[src/riscv_isa_pkg.sv]
// RV32 instruction encodings used by the multiply/divide unit
// only the fixed 32-bit instruction format is described here

package riscv_isa_pkg;

  ////////////////////////////////
  // major opcodes
  ////////////////////////////////

  // bits [1:0] are always 2'b11 for 32-bit instructions
  typedef enum logic [6:0] {
    OPC_LOAD      = 7'b0000011,
    OPC_LOAD_FP   = 7'b0000111,
    OPC_MISC_MEM  = 7'b0001111,
    OPC_OP_IMM    = 7'b0010011,
    OPC_AUIPC     = 7'b0010111,
    OPC_OP_IMM_32 = 7'b0011011,
    OPC_STORE     = 7'b0100011,
    OPC_STORE_FP  = 7'b0100111,
    OPC_AMO       = 7'b0101111,
    // register-register ALU ops, M extension lives here
    OPC_OP        = 7'b0110011,
    OPC_LUI       = 7'b0110111,
    OPC_OP_32     = 7'b0111011,
    OPC_BRANCH    = 7'b1100011,
    OPC_JALR      = 7'b1100111,
    OPC_JAL       = 7'b1101111,
    OPC_SYSTEM    = 7'b1110011
  } opcode_t;

  // M extension funct3 codes, all eight values are used
  typedef enum logic [2:0] {
    F_MUL    = 3'b000,
    F_MULH   = 3'b001,
    F_MULHSU = 3'b010,
    F_MULHU  = 3'b011,
    F_DIV    = 3'b100,
    F_DIVU   = 3'b101,
    F_REM    = 3'b110,
    F_REMU   = 3'b111
  } funct3_m_t;

  // funct7 that marks MULDIV in the OP space
  localparam logic [6:0] FUNCT7_MULDIV = 7'b0000001;

  // R-type layout, msb first
  typedef struct packed {
    logic [6:0] funct7;
    logic [4:0] rs2;
    logic [4:0] rs1;
    funct3_m_t  funct3;
    logic [4:0] rd;
    opcode_t    opcode;
  } inst_t;

endpackage

[src/mdu_pkg.sv]
// internal control types of the multiply/divide unit
// independent of XLEN, datapath widths come from module parameters

package mdu_pkg;

  ////////////////////////////////
  // operation classes
  ////////////////////////////////

  // funct3 collapses to four result selections
  // signedness is carried separately in ctl_t
  typedef enum logic [1:0] {
    OP_MUL_LO = 2'd0,
    OP_MUL_HI = 2'd1,
    OP_DIV    = 2'd2,
    OP_REM    = 2'd3
  } mdu_op_t;

  // decoded control, held by decode for the whole operation
  typedef struct packed {
    mdu_op_t op;
    // rs1 treated as signed
    logic    sign1;
    // rs2 treated as signed
    logic    sign2;
    // not an M instruction, rd forced to zero
    logic    illegal;
  } ctl_t;

  // flags from execute, consumed by result
  typedef struct packed {
    // product must be negated
    logic neg_prod;
    // quotient must be negated, never set on divide by zero
    logic neg_quot;
    // remainder follows dividend sign
    logic neg_rem;
    // divisor was zero
    logic div_zero;
    // most negative / -1
    logic overflow;
  } exe_flags_t;

  ////////////////////////////////
  // state machines
  ////////////////////////////////

  // acceptance fsm in decode
  typedef enum logic {
    DEC_IDLE = 1'b0,
    DEC_BUSY = 1'b1
  } dec_state_t;

  // iteration fsm in execute
  typedef enum logic [1:0] {
    EXE_IDLE = 2'd0,
    EXE_MUL  = 2'd1,
    EXE_DIV  = 2'd2,
    EXE_DONE = 2'd3
  } exe_state_t;

endpackage

[src/mdu_decode.sv]
// accepts one request at a time on the four-phase req handshake
// operands and control are held until the next acceptance

module mdu_decode #(
  parameter int unsigned XLEN = 32
) (
  input  logic                 clk,
  input  logic                 rst_n,
  input  logic                 req,
  input  riscv_isa_pkg::inst_t inst,
  input  logic [XLEN-1:0]      rs1_in,
  input  logic [XLEN-1:0]      rs2_in,
  output logic                 start,
  output mdu_pkg::ctl_t        ctl,
  output logic [XLEN-1:0]      opa,
  output logic [XLEN-1:0]      opb,
  output logic                 release_ack
);

  import riscv_isa_pkg::*;
  import mdu_pkg::*;

  dec_state_t state;
  ctl_t       ctl_d;
  logic       accept;

  // new request only while idle
  assign accept = (state == DEC_IDLE) && req;

  ////////////////////////////////
  // instruction decode
  ////////////////////////////////

  always_comb begin
    ctl_d.op      = OP_MUL_LO;
    ctl_d.sign1   = 1'b0;
    ctl_d.sign2   = 1'b0;
    ctl_d.illegal = 1'b0;
    // anything outside OP with MULDIV funct7
    if ((inst.opcode != OPC_OP) || (inst.funct7 != FUNCT7_MULDIV)) begin
      ctl_d.illegal = 1'b1;
    end else begin
      case (inst.funct3)
        F_MUL:    ctl_d.op = OP_MUL_LO;
        F_MULH: begin
          ctl_d.op    = OP_MUL_HI;
          ctl_d.sign1 = 1'b1;
          ctl_d.sign2 = 1'b1;
        end
        // signed rs1 times unsigned rs2
        F_MULHSU: begin
          ctl_d.op    = OP_MUL_HI;
          ctl_d.sign1 = 1'b1;
        end
        F_MULHU:  ctl_d.op = OP_MUL_HI;
        F_DIV: begin
          ctl_d.op    = OP_DIV;
          ctl_d.sign1 = 1'b1;
          ctl_d.sign2 = 1'b1;
        end
        F_DIVU:   ctl_d.op = OP_DIV;
        F_REM: begin
          ctl_d.op    = OP_REM;
          ctl_d.sign1 = 1'b1;
          ctl_d.sign2 = 1'b1;
        end
        F_REMU:   ctl_d.op = OP_REM;
        default:  ctl_d.illegal = 1'b1;
      endcase
    end
  end

  ////////////////////////////////
  // acceptance fsm
  ////////////////////////////////

  always_ff @(posedge clk) begin
    if (!rst_n) begin
      state       <= DEC_IDLE;
      start       <= 1'b0;
      release_ack <= 1'b0;
    end else begin
      // both are single cycle pulses
      start       <= 1'b0;
      release_ack <= 1'b0;
      case (state)
        DEC_IDLE: begin
          if (req) begin
            start <= 1'b1;
            state <= DEC_BUSY;
          end
        end
        // req low here ends the transfer since it falls only after ack
        DEC_BUSY: begin
          if (!req) begin
            release_ack <= 1'b1;
            state       <= DEC_IDLE;
          end
        end
        default: state <= DEC_IDLE;
      endcase
    end
  end

  // operand and control capture
  always_ff @(posedge clk) begin
    if (accept) begin
      ctl <= ctl_d;
      opa <= rs1_in;
      opb <= rs2_in;
    end
  end

endmodule

[src/mdu_execute.sv]
// iterative shift-add multiplier and restoring divider on magnitudes
// XLEN+1 cycles per normal op, one cycle for special cases and illegal

module mdu_execute #(
  parameter int unsigned XLEN = 32
) (
  input  logic                clk,
  input  logic                rst_n,
  input  logic                start,
  input  mdu_pkg::ctl_t       ctl,
  input  logic [XLEN-1:0]     opa,
  input  logic [XLEN-1:0]     opb,
  output logic                done,
  output logic [XLEN-1:0]     prod_hi,
  output logic [XLEN-1:0]     prod_lo,
  output logic [XLEN-1:0]     quot,
  output logic [XLEN-1:0]     rem,
  output mdu_pkg::exe_flags_t flags
);

  import mdu_pkg::*;

  // step counter width
  localparam int unsigned CW = $clog2(XLEN);
  // most negative value
  localparam logic [XLEN-1:0] MIN_NEG = {1'b1, {(XLEN-1){1'b0}}};

  exe_state_t      state;
  logic [CW-1:0]   cnt;
  logic            last_step;

  // shared datapath registers
  // mul: acc_hi/acc_lo is the product, opd the multiplicand
  // div: acc_hi is the partial remainder, acc_lo the quotient, opd the divisor
  logic [XLEN-1:0] acc_hi;
  logic [XLEN-1:0] acc_lo;
  logic [XLEN-1:0] opd;

  logic            a_neg;
  logic            b_neg;
  logic [XLEN-1:0] a_mag;
  logic [XLEN-1:0] b_mag;
  logic            is_div;
  logic            div_zero;
  logic            overflow;
  logic            skip;

  logic [XLEN:0]   mul_sum;
  logic [XLEN:0]   div_shift;
  logic [XLEN:0]   div_diff;
  logic            div_ge;

  ////////////////////////////////
  // operand preparation
  ////////////////////////////////

  assign a_neg = ctl.sign1 & opa[XLEN-1];
  assign b_neg = ctl.sign2 & opb[XLEN-1];
  // -MIN_NEG wraps to itself, which is the right unsigned magnitude
  assign a_mag = a_neg ? (~opa + 1'b1) : opa;
  assign b_mag = b_neg ? (~opb + 1'b1) : opb;

  assign is_div   = (ctl.op == OP_DIV) || (ctl.op == OP_REM);
  assign div_zero = is_div && (opb == '0);
  assign overflow = is_div && ctl.sign1 && ctl.sign2 && (opa == MIN_NEG) && (opb == '1);
  // no iteration needed
  assign skip     = ctl.illegal || div_zero || overflow;

  ////////////////////////////////
  // step logic
  ////////////////////////////////

  // add multiplicand when the current multiplier bit is set
  assign mul_sum = {1'b0, acc_hi} + (acc_lo[0] ? {1'b0, opd} : {(XLEN+1){1'b0}});

  // bring next dividend bit into the partial remainder
  assign div_shift = {acc_hi, acc_lo[XLEN-1]};
  assign div_diff  = div_shift - {1'b0, opd};
  assign div_ge    = (div_shift >= {1'b0, opd});

  assign last_step = (cnt == CW'(XLEN-1));

  // control fsm
  always_ff @(posedge clk) begin
    if (!rst_n) begin
      state <= EXE_IDLE;
      cnt   <= '0;
    end else begin
      case (state)
        EXE_IDLE: begin
          if (start) begin
            cnt <= '0;
            if (skip) begin
              state <= EXE_DONE;
            end else if (is_div) begin
              state <= EXE_DIV;
            end else begin
              state <= EXE_MUL;
            end
          end
        end
        EXE_MUL, EXE_DIV: begin
          cnt <= cnt + 1'b1;
          if (last_step) begin
            state <= EXE_DONE;
          end
        end
        EXE_DONE: state <= EXE_IDLE;
        default:  state <= EXE_IDLE;
      endcase
    end
  end

  // datapath
  always_ff @(posedge clk) begin
    if ((state == EXE_IDLE) && start) begin
      // divide by zero leaves |rs1| as remainder, result restores the sign
      acc_hi         <= div_zero ? a_mag : '0;
      acc_lo         <= is_div ? a_mag : b_mag;
      opd            <= is_div ? b_mag : a_mag;
      flags.neg_prod <= a_neg ^ b_neg;
      flags.neg_quot <= (a_neg ^ b_neg) & ~div_zero;
      flags.neg_rem  <= a_neg;
      flags.div_zero <= div_zero;
      flags.overflow <= overflow;
    end else if (state == EXE_MUL) begin
      // shift product right with the adder carry
      acc_hi <= mul_sum[XLEN:1];
      acc_lo <= {mul_sum[0], acc_lo[XLEN-1:1]};
    end else if (state == EXE_DIV) begin
      // restoring step, quotient bit shifts in at the bottom
      acc_hi <= div_ge ? div_diff[XLEN-1:0] : div_shift[XLEN-1:0];
      acc_lo <= {acc_lo[XLEN-2:0], div_ge};
    end
  end

  // single cycle completion
  assign done    = (state == EXE_DONE);

  assign prod_hi = acc_hi;
  assign prod_lo = acc_lo;
  assign quot    = acc_lo;
  assign rem     = acc_hi;

endmodule

[src/mdu_result.sv]
// sign fix-up and result selection, drives rd, illegal and ack
// rd and illegal hold while ack is high

module mdu_result #(
  parameter int unsigned XLEN = 32
) (
  input  logic                clk,
  input  logic                rst_n,
  input  logic                done,
  input  mdu_pkg::ctl_t       ctl,
  input  logic [XLEN-1:0]     prod_hi,
  input  logic [XLEN-1:0]     prod_lo,
  input  logic [XLEN-1:0]     quot,
  input  logic [XLEN-1:0]     rem,
  input  mdu_pkg::exe_flags_t flags,
  input  logic                release_ack,
  output logic [XLEN-1:0]     rd,
  output logic                illegal,
  output logic                ack
);

  import mdu_pkg::*;

  localparam logic [XLEN-1:0] MIN_NEG = {1'b1, {(XLEN-1){1'b0}}};

  logic [2*XLEN-1:0] prod_mag;
  logic [2*XLEN-1:0] prod_sgn;
  logic [XLEN-1:0]   quot_sgn;
  logic [XLEN-1:0]   rem_sgn;
  logic [XLEN-1:0]   rd_d;

  ////////////////////////////////
  // sign fix-up
  ////////////////////////////////

  // full width product so the upper half gets the borrow
  assign prod_mag = {prod_hi, prod_lo};
  assign prod_sgn = flags.neg_prod ? (~prod_mag + 1'b1) : prod_mag;
  assign quot_sgn = flags.neg_quot ? (~quot + 1'b1) : quot;
  // on divide by zero this rebuilds rs1
  assign rem_sgn  = flags.neg_rem ? (~rem + 1'b1) : rem;

  always_comb begin
    case (ctl.op)
      OP_MUL_LO: rd_d = prod_sgn[XLEN-1:0];
      OP_MUL_HI: rd_d = prod_sgn[2*XLEN-1:XLEN];
      // special quotients override the datapath
      OP_DIV:    rd_d = flags.div_zero ? '1 : (flags.overflow ? MIN_NEG : quot_sgn);
      OP_REM:    rd_d = flags.overflow ? '0 : rem_sgn;
      default:   rd_d = '0;
    endcase
    if (ctl.illegal) begin
      rd_d = '0;
    end
  end

  ////////////////////////////////
  // output registers
  ////////////////////////////////

  always_ff @(posedge clk) begin
    if (done) begin
      rd      <= rd_d;
      illegal <= ctl.illegal;
    end
  end

  // ack high one edge after done, low one edge after release
  always_ff @(posedge clk) begin
    if (!rst_n) begin
      ack <= 1'b0;
    end else if (done) begin
      ack <= 1'b1;
    end else if (release_ack) begin
      ack <= 1'b0;
    end
  end

endmodule

[src/mdu_top.sv]
// RISC-V M extension unit behind a four-phase req/ack handshake
// one operation in flight, latency varies, ack marks completion

module mdu_top #(
  parameter int unsigned XLEN = 32
) (
  input  logic                 clk,
  input  logic                 rst_n,
  input  logic                 req,
  input  riscv_isa_pkg::inst_t inst,
  input  logic [XLEN-1:0]      rs1,
  input  logic [XLEN-1:0]      rs2,
  output logic                 ack,
  output logic [XLEN-1:0]      rd,
  output logic                 illegal
);

  import mdu_pkg::*;

  // decode to execute
  logic            start;
  ctl_t            ctl;
  logic [XLEN-1:0] opa;
  logic [XLEN-1:0] opb;
  // decode to result
  logic            release_ack;
  // execute to result
  logic            done;
  logic [XLEN-1:0] prod_hi;
  logic [XLEN-1:0] prod_lo;
  logic [XLEN-1:0] quot;
  logic [XLEN-1:0] rem;
  exe_flags_t      flags;

  ////////////////////////////////
  // submodules
  ////////////////////////////////

  mdu_decode #(.XLEN(XLEN)) decode_i (
    .clk(clk), .rst_n(rst_n), .req(req), .inst(inst),
    .rs1_in(rs1), .rs2_in(rs2),
    .start(start), .ctl(ctl), .opa(opa), .opb(opb),
    .release_ack(release_ack)
  );

  mdu_execute #(.XLEN(XLEN)) execute_i (
    .clk(clk), .rst_n(rst_n), .start(start), .ctl(ctl), .opa(opa), .opb(opb),
    .done(done), .prod_hi(prod_hi), .prod_lo(prod_lo),
    .quot(quot), .rem(rem), .flags(flags)
  );

  mdu_result #(.XLEN(XLEN)) result_i (
    .clk(clk), .rst_n(rst_n), .done(done), .ctl(ctl),
    .prod_hi(prod_hi), .prod_lo(prod_lo), .quot(quot), .rem(rem), .flags(flags),
    .release_ack(release_ack), .rd(rd), .illegal(illegal), .ack(ack)
  );

endmodule

[config.mk]
export PLATFORM = sky130hd
export DESIGN_NAME = mdu_top
export DESIGN_NICKNAME = d
export VERILOG_FILES = /design/src/riscv_isa_pkg.sv /design/src/mdu_pkg.sv /design/src/mdu_decode.sv /design/src/mdu_execute.sv /design/src/mdu_result.sv /design/src/mdu_top.sv
export SDC_FILE = /design/constraint.sdc
export NUM_CORES = 1
export LEC_CHECK = 0
export BUFFER_PORTS_ARGS = -buffer_cell sky130_fd_sc_hd__buf_2
export CORE_MARGIN = 3
export CORE_UTILIZATION = 65
export CTS_CLUSTER_SIZE = 40
export DETAILED_ROUTE_END_ITERATION = 8
export PLACE_DENSITY_LB_ADDON = 0.1
export SLEW_MARGIN = 20
export SYNTH_ARGS = -nofsm -noshare
export SYNTH_HDL_FRONTEND = slang
export SYNTH_SLANG_ARGS = --single-unit
[constraint.sdc]
create_clock -name clk -period 5.95 [get_ports clk]
set_input_delay 0.595 -clock clk [delete_from_list [all_inputs] [get_ports clk]]
set_output_delay 0.595 -clock clk [all_outputs]
set_load 0.1 [all_outputs]
==> impl_metrics.xml <==
<?xml version="1.0" encoding="UTF-8"?>
<metrics>
  <group name="setup_path">
    <metric name="crit_slowest_cell" unit="">sky130_fd_sc_hd__edfxtp_1</metric>
    <metric name="crit_path_max_delay_family" unit="">compound AO/OA/AOI/OAI gates</metric>
    <metric name="worst-endpoint-arrival" unit="ns">4.68</metric>
    <metric name="max_stage_delay" unit="ns">0.60</metric>
    <metric name="timing.critical_path.cells" unit="">ha_1, nand4_1, or3_1, a211oi_1, o211ai_1, a21oi_1, a41oi_2, buf_4, nor2_1, a211o_1, o21ai_0</metric>
    <metric name="cp_max_fo" unit="">37</metric>
    <metric name="start_kind" unit="">flop</metric>
    <metric name="worst_setup_path_end_kind" unit="">flop</metric>
    <metric name="timing.setup.critical_path_class" unit="">flop to flop</metric>
    <metric name="reg2reg_setup_slack" unit="ns">1.54</metric>
    <metric name="crit_required" unit="ns">6.22</metric>
    <metric name="critical_path.n_buffers_inverters" unit="">1</metric>
  </group>
  <group name="place">
    <metric name="post-place-ws" unit="ns">1.67</metric>
    <metric name="port_buffers" unit="">117</metric>
    <metric name="place_area" unit="sq um">18100</metric>
    <metric name="gp_routability_congestion" unit="">1.02</metric>
    <metric name="hpwl" unit="mm">39.1</metric>
  </group>
  <group name="logic_synthesis">
    <metric name="total_nets_after_synthesis" unit="">2156</metric>
    <metric name="synth-seq-area-share" unit="%">36.2</metric>
    <metric name="ys_warn_count" unit="">0</metric>
    <metric name="synth_cell_type_count" unit="">91</metric>
    <metric name="synth_top_flop_cell" unit="">sky130_fd_sc_hd__edfxtp_1</metric>
    <metric name="synth_top_cell_area_share" unit="%">35.0</metric>
    <metric name="synth-edff-count" unit="">203</metric>
    <metric name="synth.largest_area_cell" unit="">sky130_fd_sc_hd__edfxtp_1</metric>
    <metric name="synth.top_cells.by_area" unit="">sky130_fd_sc_hd__edfxtp_1 35%, sky130_fd_sc_hd__xor2_1 6.4%, sky130_fd_sc_hd__ha_1 5.3%</metric>
    <metric name="asyncSetResetFlopFracSynth" unit="%">0</metric>
    <metric name="synth_area_per_cell" unit="sq um">8.80</metric>
    <metric name="netlist_instances" unit="">1981</metric>
    <metric name="yosys_register_bits" unit="">214</metric>
    <metric name="netlist_area" unit="sq um">17400</metric>
  </group>
  <group name="sta">
    <metric name="timing.final.crit_share" unit="%">74.1</metric>
    <metric name="timing.clock.skew" unit="ns">0.0264</metric>
    <metric name="finalCriticalPeriod" unit="ns">4.41</metric>
    <metric name="fmax" unit="MHz">227</metric>
    <metric name="tightestPinTransition" unit="ns">1.10</metric>
    <metric name="setup_ws" unit="ns">1.54</metric>
    <metric name="timing_hold_violations_final" unit="">0</metric>
    <metric name="hold_slack" unit="ns">0.229</metric>
    <metric name="setup_viol" unit="">0</metric>
    <metric name="timing.setup.tns" unit="ns">0</metric>
    <metric name="final_max_slew_viol_count" unit="">0</metric>
    <metric name="max_slew_margin" unit="%">26.2</metric>
    <metric name="setup_repair_after_global_routing_missed_its_margin" unit="">no</metric>
  </group>
  <group name="cts">
    <metric name="cts-buffers-inserted" unit="">24</metric>
    <metric name="cts_hold_repair.buffers" unit="">0</metric>
    <metric name="path_clk_slew" unit="ns">0.07</metric>
    <metric name="numClockSinks" unit="">214</metric>
    <metric name="post_cts_resize_count" unit="">0</metric>
    <metric name="cts_setup_buffers" unit="">0</metric>
    <metric name="ctsLongestPathBuffers" unit="">3</metric>
    <metric name="cts_root_buffer" unit="">sky130_fd_sc_hd__clkbuf_16</metric>
    <metric name="tritoncts_clock_tree" unit="">done</metric>
    <metric name="clock_tree.htree_level_count" unit="">1</metric>
    <metric name="clk_latency" unit="ns">0.54</metric>
  </group>
  <group name="detailed_routing">
    <metric name="first_iter_violations" unit="">1954</metric>
    <metric name="route.vias.total" unit="">15863</metric>
    <metric name="first_pass_iters" unit="">8</metric>
    <metric name="detail_route.vias_per_cell" unit="">6.69</metric>
    <metric name="drt_drc_violations_left" unit="">0</metric>
    <metric name="routed_wire_length_per_instance" unit="microns">22.2</metric>
    <metric name="routed_wl" unit="mm">52.6</metric>
    <metric name="final_antenna_net_count" unit="">0</metric>
  </group>
  <group name="layout">
    <metric name="layout.filler_cells" unit="">1939</metric>
    <metric name="post-route-cell-area" unit="sq um">18900</metric>
    <metric name="share_of_final_layout_standard_cells_stronger_than_drive_strength_1" unit="%">10.8</metric>
    <metric name="finalNetCount" unit="">2194</metric>
    <metric name="synthToLayoutAreaGrowth" unit="%">8.18</metric>
    <metric name="antenna_cells" unit="">0</metric>
  </group>
  <group name="status">
    <metric name="status" unit="">finished clean</metric>
  </group>
  <group name="global_routing">
    <metric name="grt_overflow" unit="">0</metric>
    <metric name="wire_length_of_the_first_global_routing_pass" unit="mm">81.8</metric>
    <metric name="grt_antenna_before_repair" unit="">0</metric>
    <metric name="vias_in_the_first_global_route" unit="">14992</metric>
    <metric name="grt_max_degree" unit="">76</metric>
    <metric name="globalRouteTotalUtil" unit="%">35.9</metric>
  </group>
  <group name="floorplanning">
    <metric name="placementRows" unit="">59</metric>
    <metric name="floorplan.io_pins" unit="">133</metric>
    <metric name="die_area" unit="sq um">28800</metric>
    <metric name="initial_core_utilization" unit="%">66.5</metric>
    <metric name="die-height" unit="microns">170</metric>
    <metric name="die_x" unit="microns">170</metric>
    <metric name="core" unit="sq um">26200</metric>
  </group>
  <group name="worst_hold_path">
    <metric name="hold_path_class" unit="">input pin to flop</metric>
  </group>
  <group name="run">
    <metric name="max-cap-violations" unit="">0</metric>
  </group>
  <group name="power">
    <metric name="leakage_power" unit="uW">0.00720</metric>
    <metric name="worst_ir_drop_vdd" unit="uV">305</metric>
    <metric name="power-per-cell-area" unit="nW/um^2">492</metric>
  </group>
</metrics>
registers in the layout (all words and copies together) (netlist names), 2 cells and up:
register           cells
decode_i.ctl           5
decode_i.opa          32
decode_i.opb          32
execute_i.cnt          5
execute_i.flags        5
execute_i.opd         32
execute_i.prod_hi     32
execute_i.prod_lo     32
execute_i.state        2
result_i.rd           32
cell families after synthesis:
| kind of cell | after synthesis | share of synthesized area, % |
|---|---|---|
| DFF | 214 | 36.2 |
| xor gates and xnor gates | 220 | 11.1 |
| and+or+nand+nor | 635 | 18.0 |
| adders and majority gates | 76 | 5.54 |
| buffers and inverters | 195 | 4.40 |
| AOI/OAI and AO/OA | 571 | 20.7 |
| muxes | 70 | 4.04 |
layer usage:
layer | routed length [microns] | part of all wire, % | GRT usage, %
met1 | 21400 | 41 | 49.5
met2 | 23000 | 44 | 55.5
met3 | 5380 | 10 | 5.66
met4 | 2900 | 5.5 | 17.8
met5 | 0 | 0 | 0
cell usage after synthesis, types with 20 or more instances:
master and number:
sky130_fd_sc_hd__edfxtp_1 203, sky130_fd_sc_hd__nand2_1 187, sky130_fd_sc_hd__nor2_1 185, sky130_fd_sc_hd__a21oi_1 161
sky130_fd_sc_hd__o21ai_0 151, sky130_fd_sc_hd__xor2_1 128, sky130_fd_sc_hd__clkbuf_1 107, sky130_fd_sc_hd__xnor2_1 92
sky130_fd_sc_hd__ha_1 74, sky130_fd_sc_hd__mux2i_1 68, sky130_fd_sc_hd__inv_1 63, sky130_fd_sc_hd__nand3_1 36
sky130_fd_sc_hd__o31ai_1 36, sky130_fd_sc_hd__nor3_1 35, sky130_fd_sc_hd__a211oi_1 33, sky130_fd_sc_hd__a21o_1 27
sky130_fd_sc_hd__nand4_1 26, sky130_fd_sc_hd__a22oi_1 24, sky130_fd_sc_hd__nor2b_1 24, sky130_fd_sc_hd__nand2b_1 20
path summary, 6_finish.rpt:
| check | from | to | cells after the start |
|---|---|---|---|
| worst min register to register | decode_i.state | decode_i.release_ack | 2 |
| worst min-delay path | rs2[18] | decode_i.opb[18] | 1 |
| worst max-delay path | execute_i.prod_hi[13] | execute_i.prod_hi[31] | 11 |
| worst max register to register | execute_i.prod_hi[13] | execute_i.prod_hi[31] | 11 |
metrics by stage:
step           instances  power, uW  util (%)
2_1_floorplan       1981       6500         -
3_3_place_gp        2328       7570      69.1
3_5_place_dp        2328       7690      69.1
4_1_cts             2370       9120      71.9
5_1_grt             2370       9830      71.9
6_report            2370       9270      71.9
worst register-to-register path, cell delays in order, from the launching register on:
cell and delay (ns):
sky130_fd_sc_hd__edfxtp_1 0.60, sky130_fd_sc_hd__ha_1 0.52, sky130_fd_sc_hd__nand4_1 0.17, sky130_fd_sc_hd__or3_1 0.37, sky130_fd_sc_hd__a211oi_1 0.42, sky130_fd_sc_hd__o211ai_1 0.28
sky130_fd_sc_hd__a21oi_1 0.45, sky130_fd_sc_hd__a41oi_2 0.18, sky130_fd_sc_hd__buf_4 0.30, sky130_fd_sc_hd__nor2_1 0.55, sky130_fd_sc_hd__a211o_1 0.23, sky130_fd_sc_hd__o21ai_0 0.08
final cells by class:
class                      count  area, sq um  area share [%]
timing repair buffer         141          766            4.06
clock buffer                  34          678            3.60
multi-input combinational   1572        10400            55.0
clock inverter                 8         58.8           0.312
tap                          335          419            2.22
inverter                      66          248            1.31
sequential                   214         6320            33.5
cells in the final DEF, fill, tap and decap left out, types with 12 or more instances in the layout:
cell type	Yosys	routed
sky130_fd_sc_hd__ha_1	74	73
sky130_fd_sc_hd__buf_4	0	24
sky130_fd_sc_hd__nor2b_1	24	23
sky130_fd_sc_hd__o31ai_1	36	36
sky130_fd_sc_hd__nor2_1	185	184
sky130_fd_sc_hd__mux2i_1	68	68
sky130_fd_sc_hd__or4_1	14	14
sky130_fd_sc_hd__and3_1	12	12
sky130_fd_sc_hd__o211ai_1	15	15
sky130_fd_sc_hd__o21ai_0	151	151
sky130_fd_sc_hd__or3_1	14	14
sky130_fd_sc_hd__xor2_1	128	128
sky130_fd_sc_hd__nand3_1	36	36
sky130_fd_sc_hd__a21oi_1	161	161
sky130_fd_sc_hd__clkbuf_16	0	24
sky130_fd_sc_hd__edfxtp_1	203	203
sky130_fd_sc_hd__a22oi_1	24	24
sky130_fd_sc_hd__xnor2_1	92	92
sky130_fd_sc_hd__nor3_1	35	35
sky130_fd_sc_hd__inv_1	63	63
sky130_fd_sc_hd__nand2b_1	20	19
sky130_fd_sc_hd__a31oi_1	14	14
sky130_fd_sc_hd__nand4_1	26	26
sky130_fd_sc_hd__nand2_1	187	187
sky130_fd_sc_hd__buf_2	9	117
sky130_fd_sc_hd__a211oi_1	33	33
sky130_fd_sc_hd__nor4_1	18	18
sky130_fd_sc_hd__a21o_1	27	27
power breakdown:
group	switching (uW)	leakage [uW]	total, uW	internal, uW
sequential	752	0.00202	2970	2220
clock	598	0.000358	1390	794
combinational	2980	0.00483	4910	1920
total	4330	0.00720	9270	4940
(Power assumes the default switching activity.)
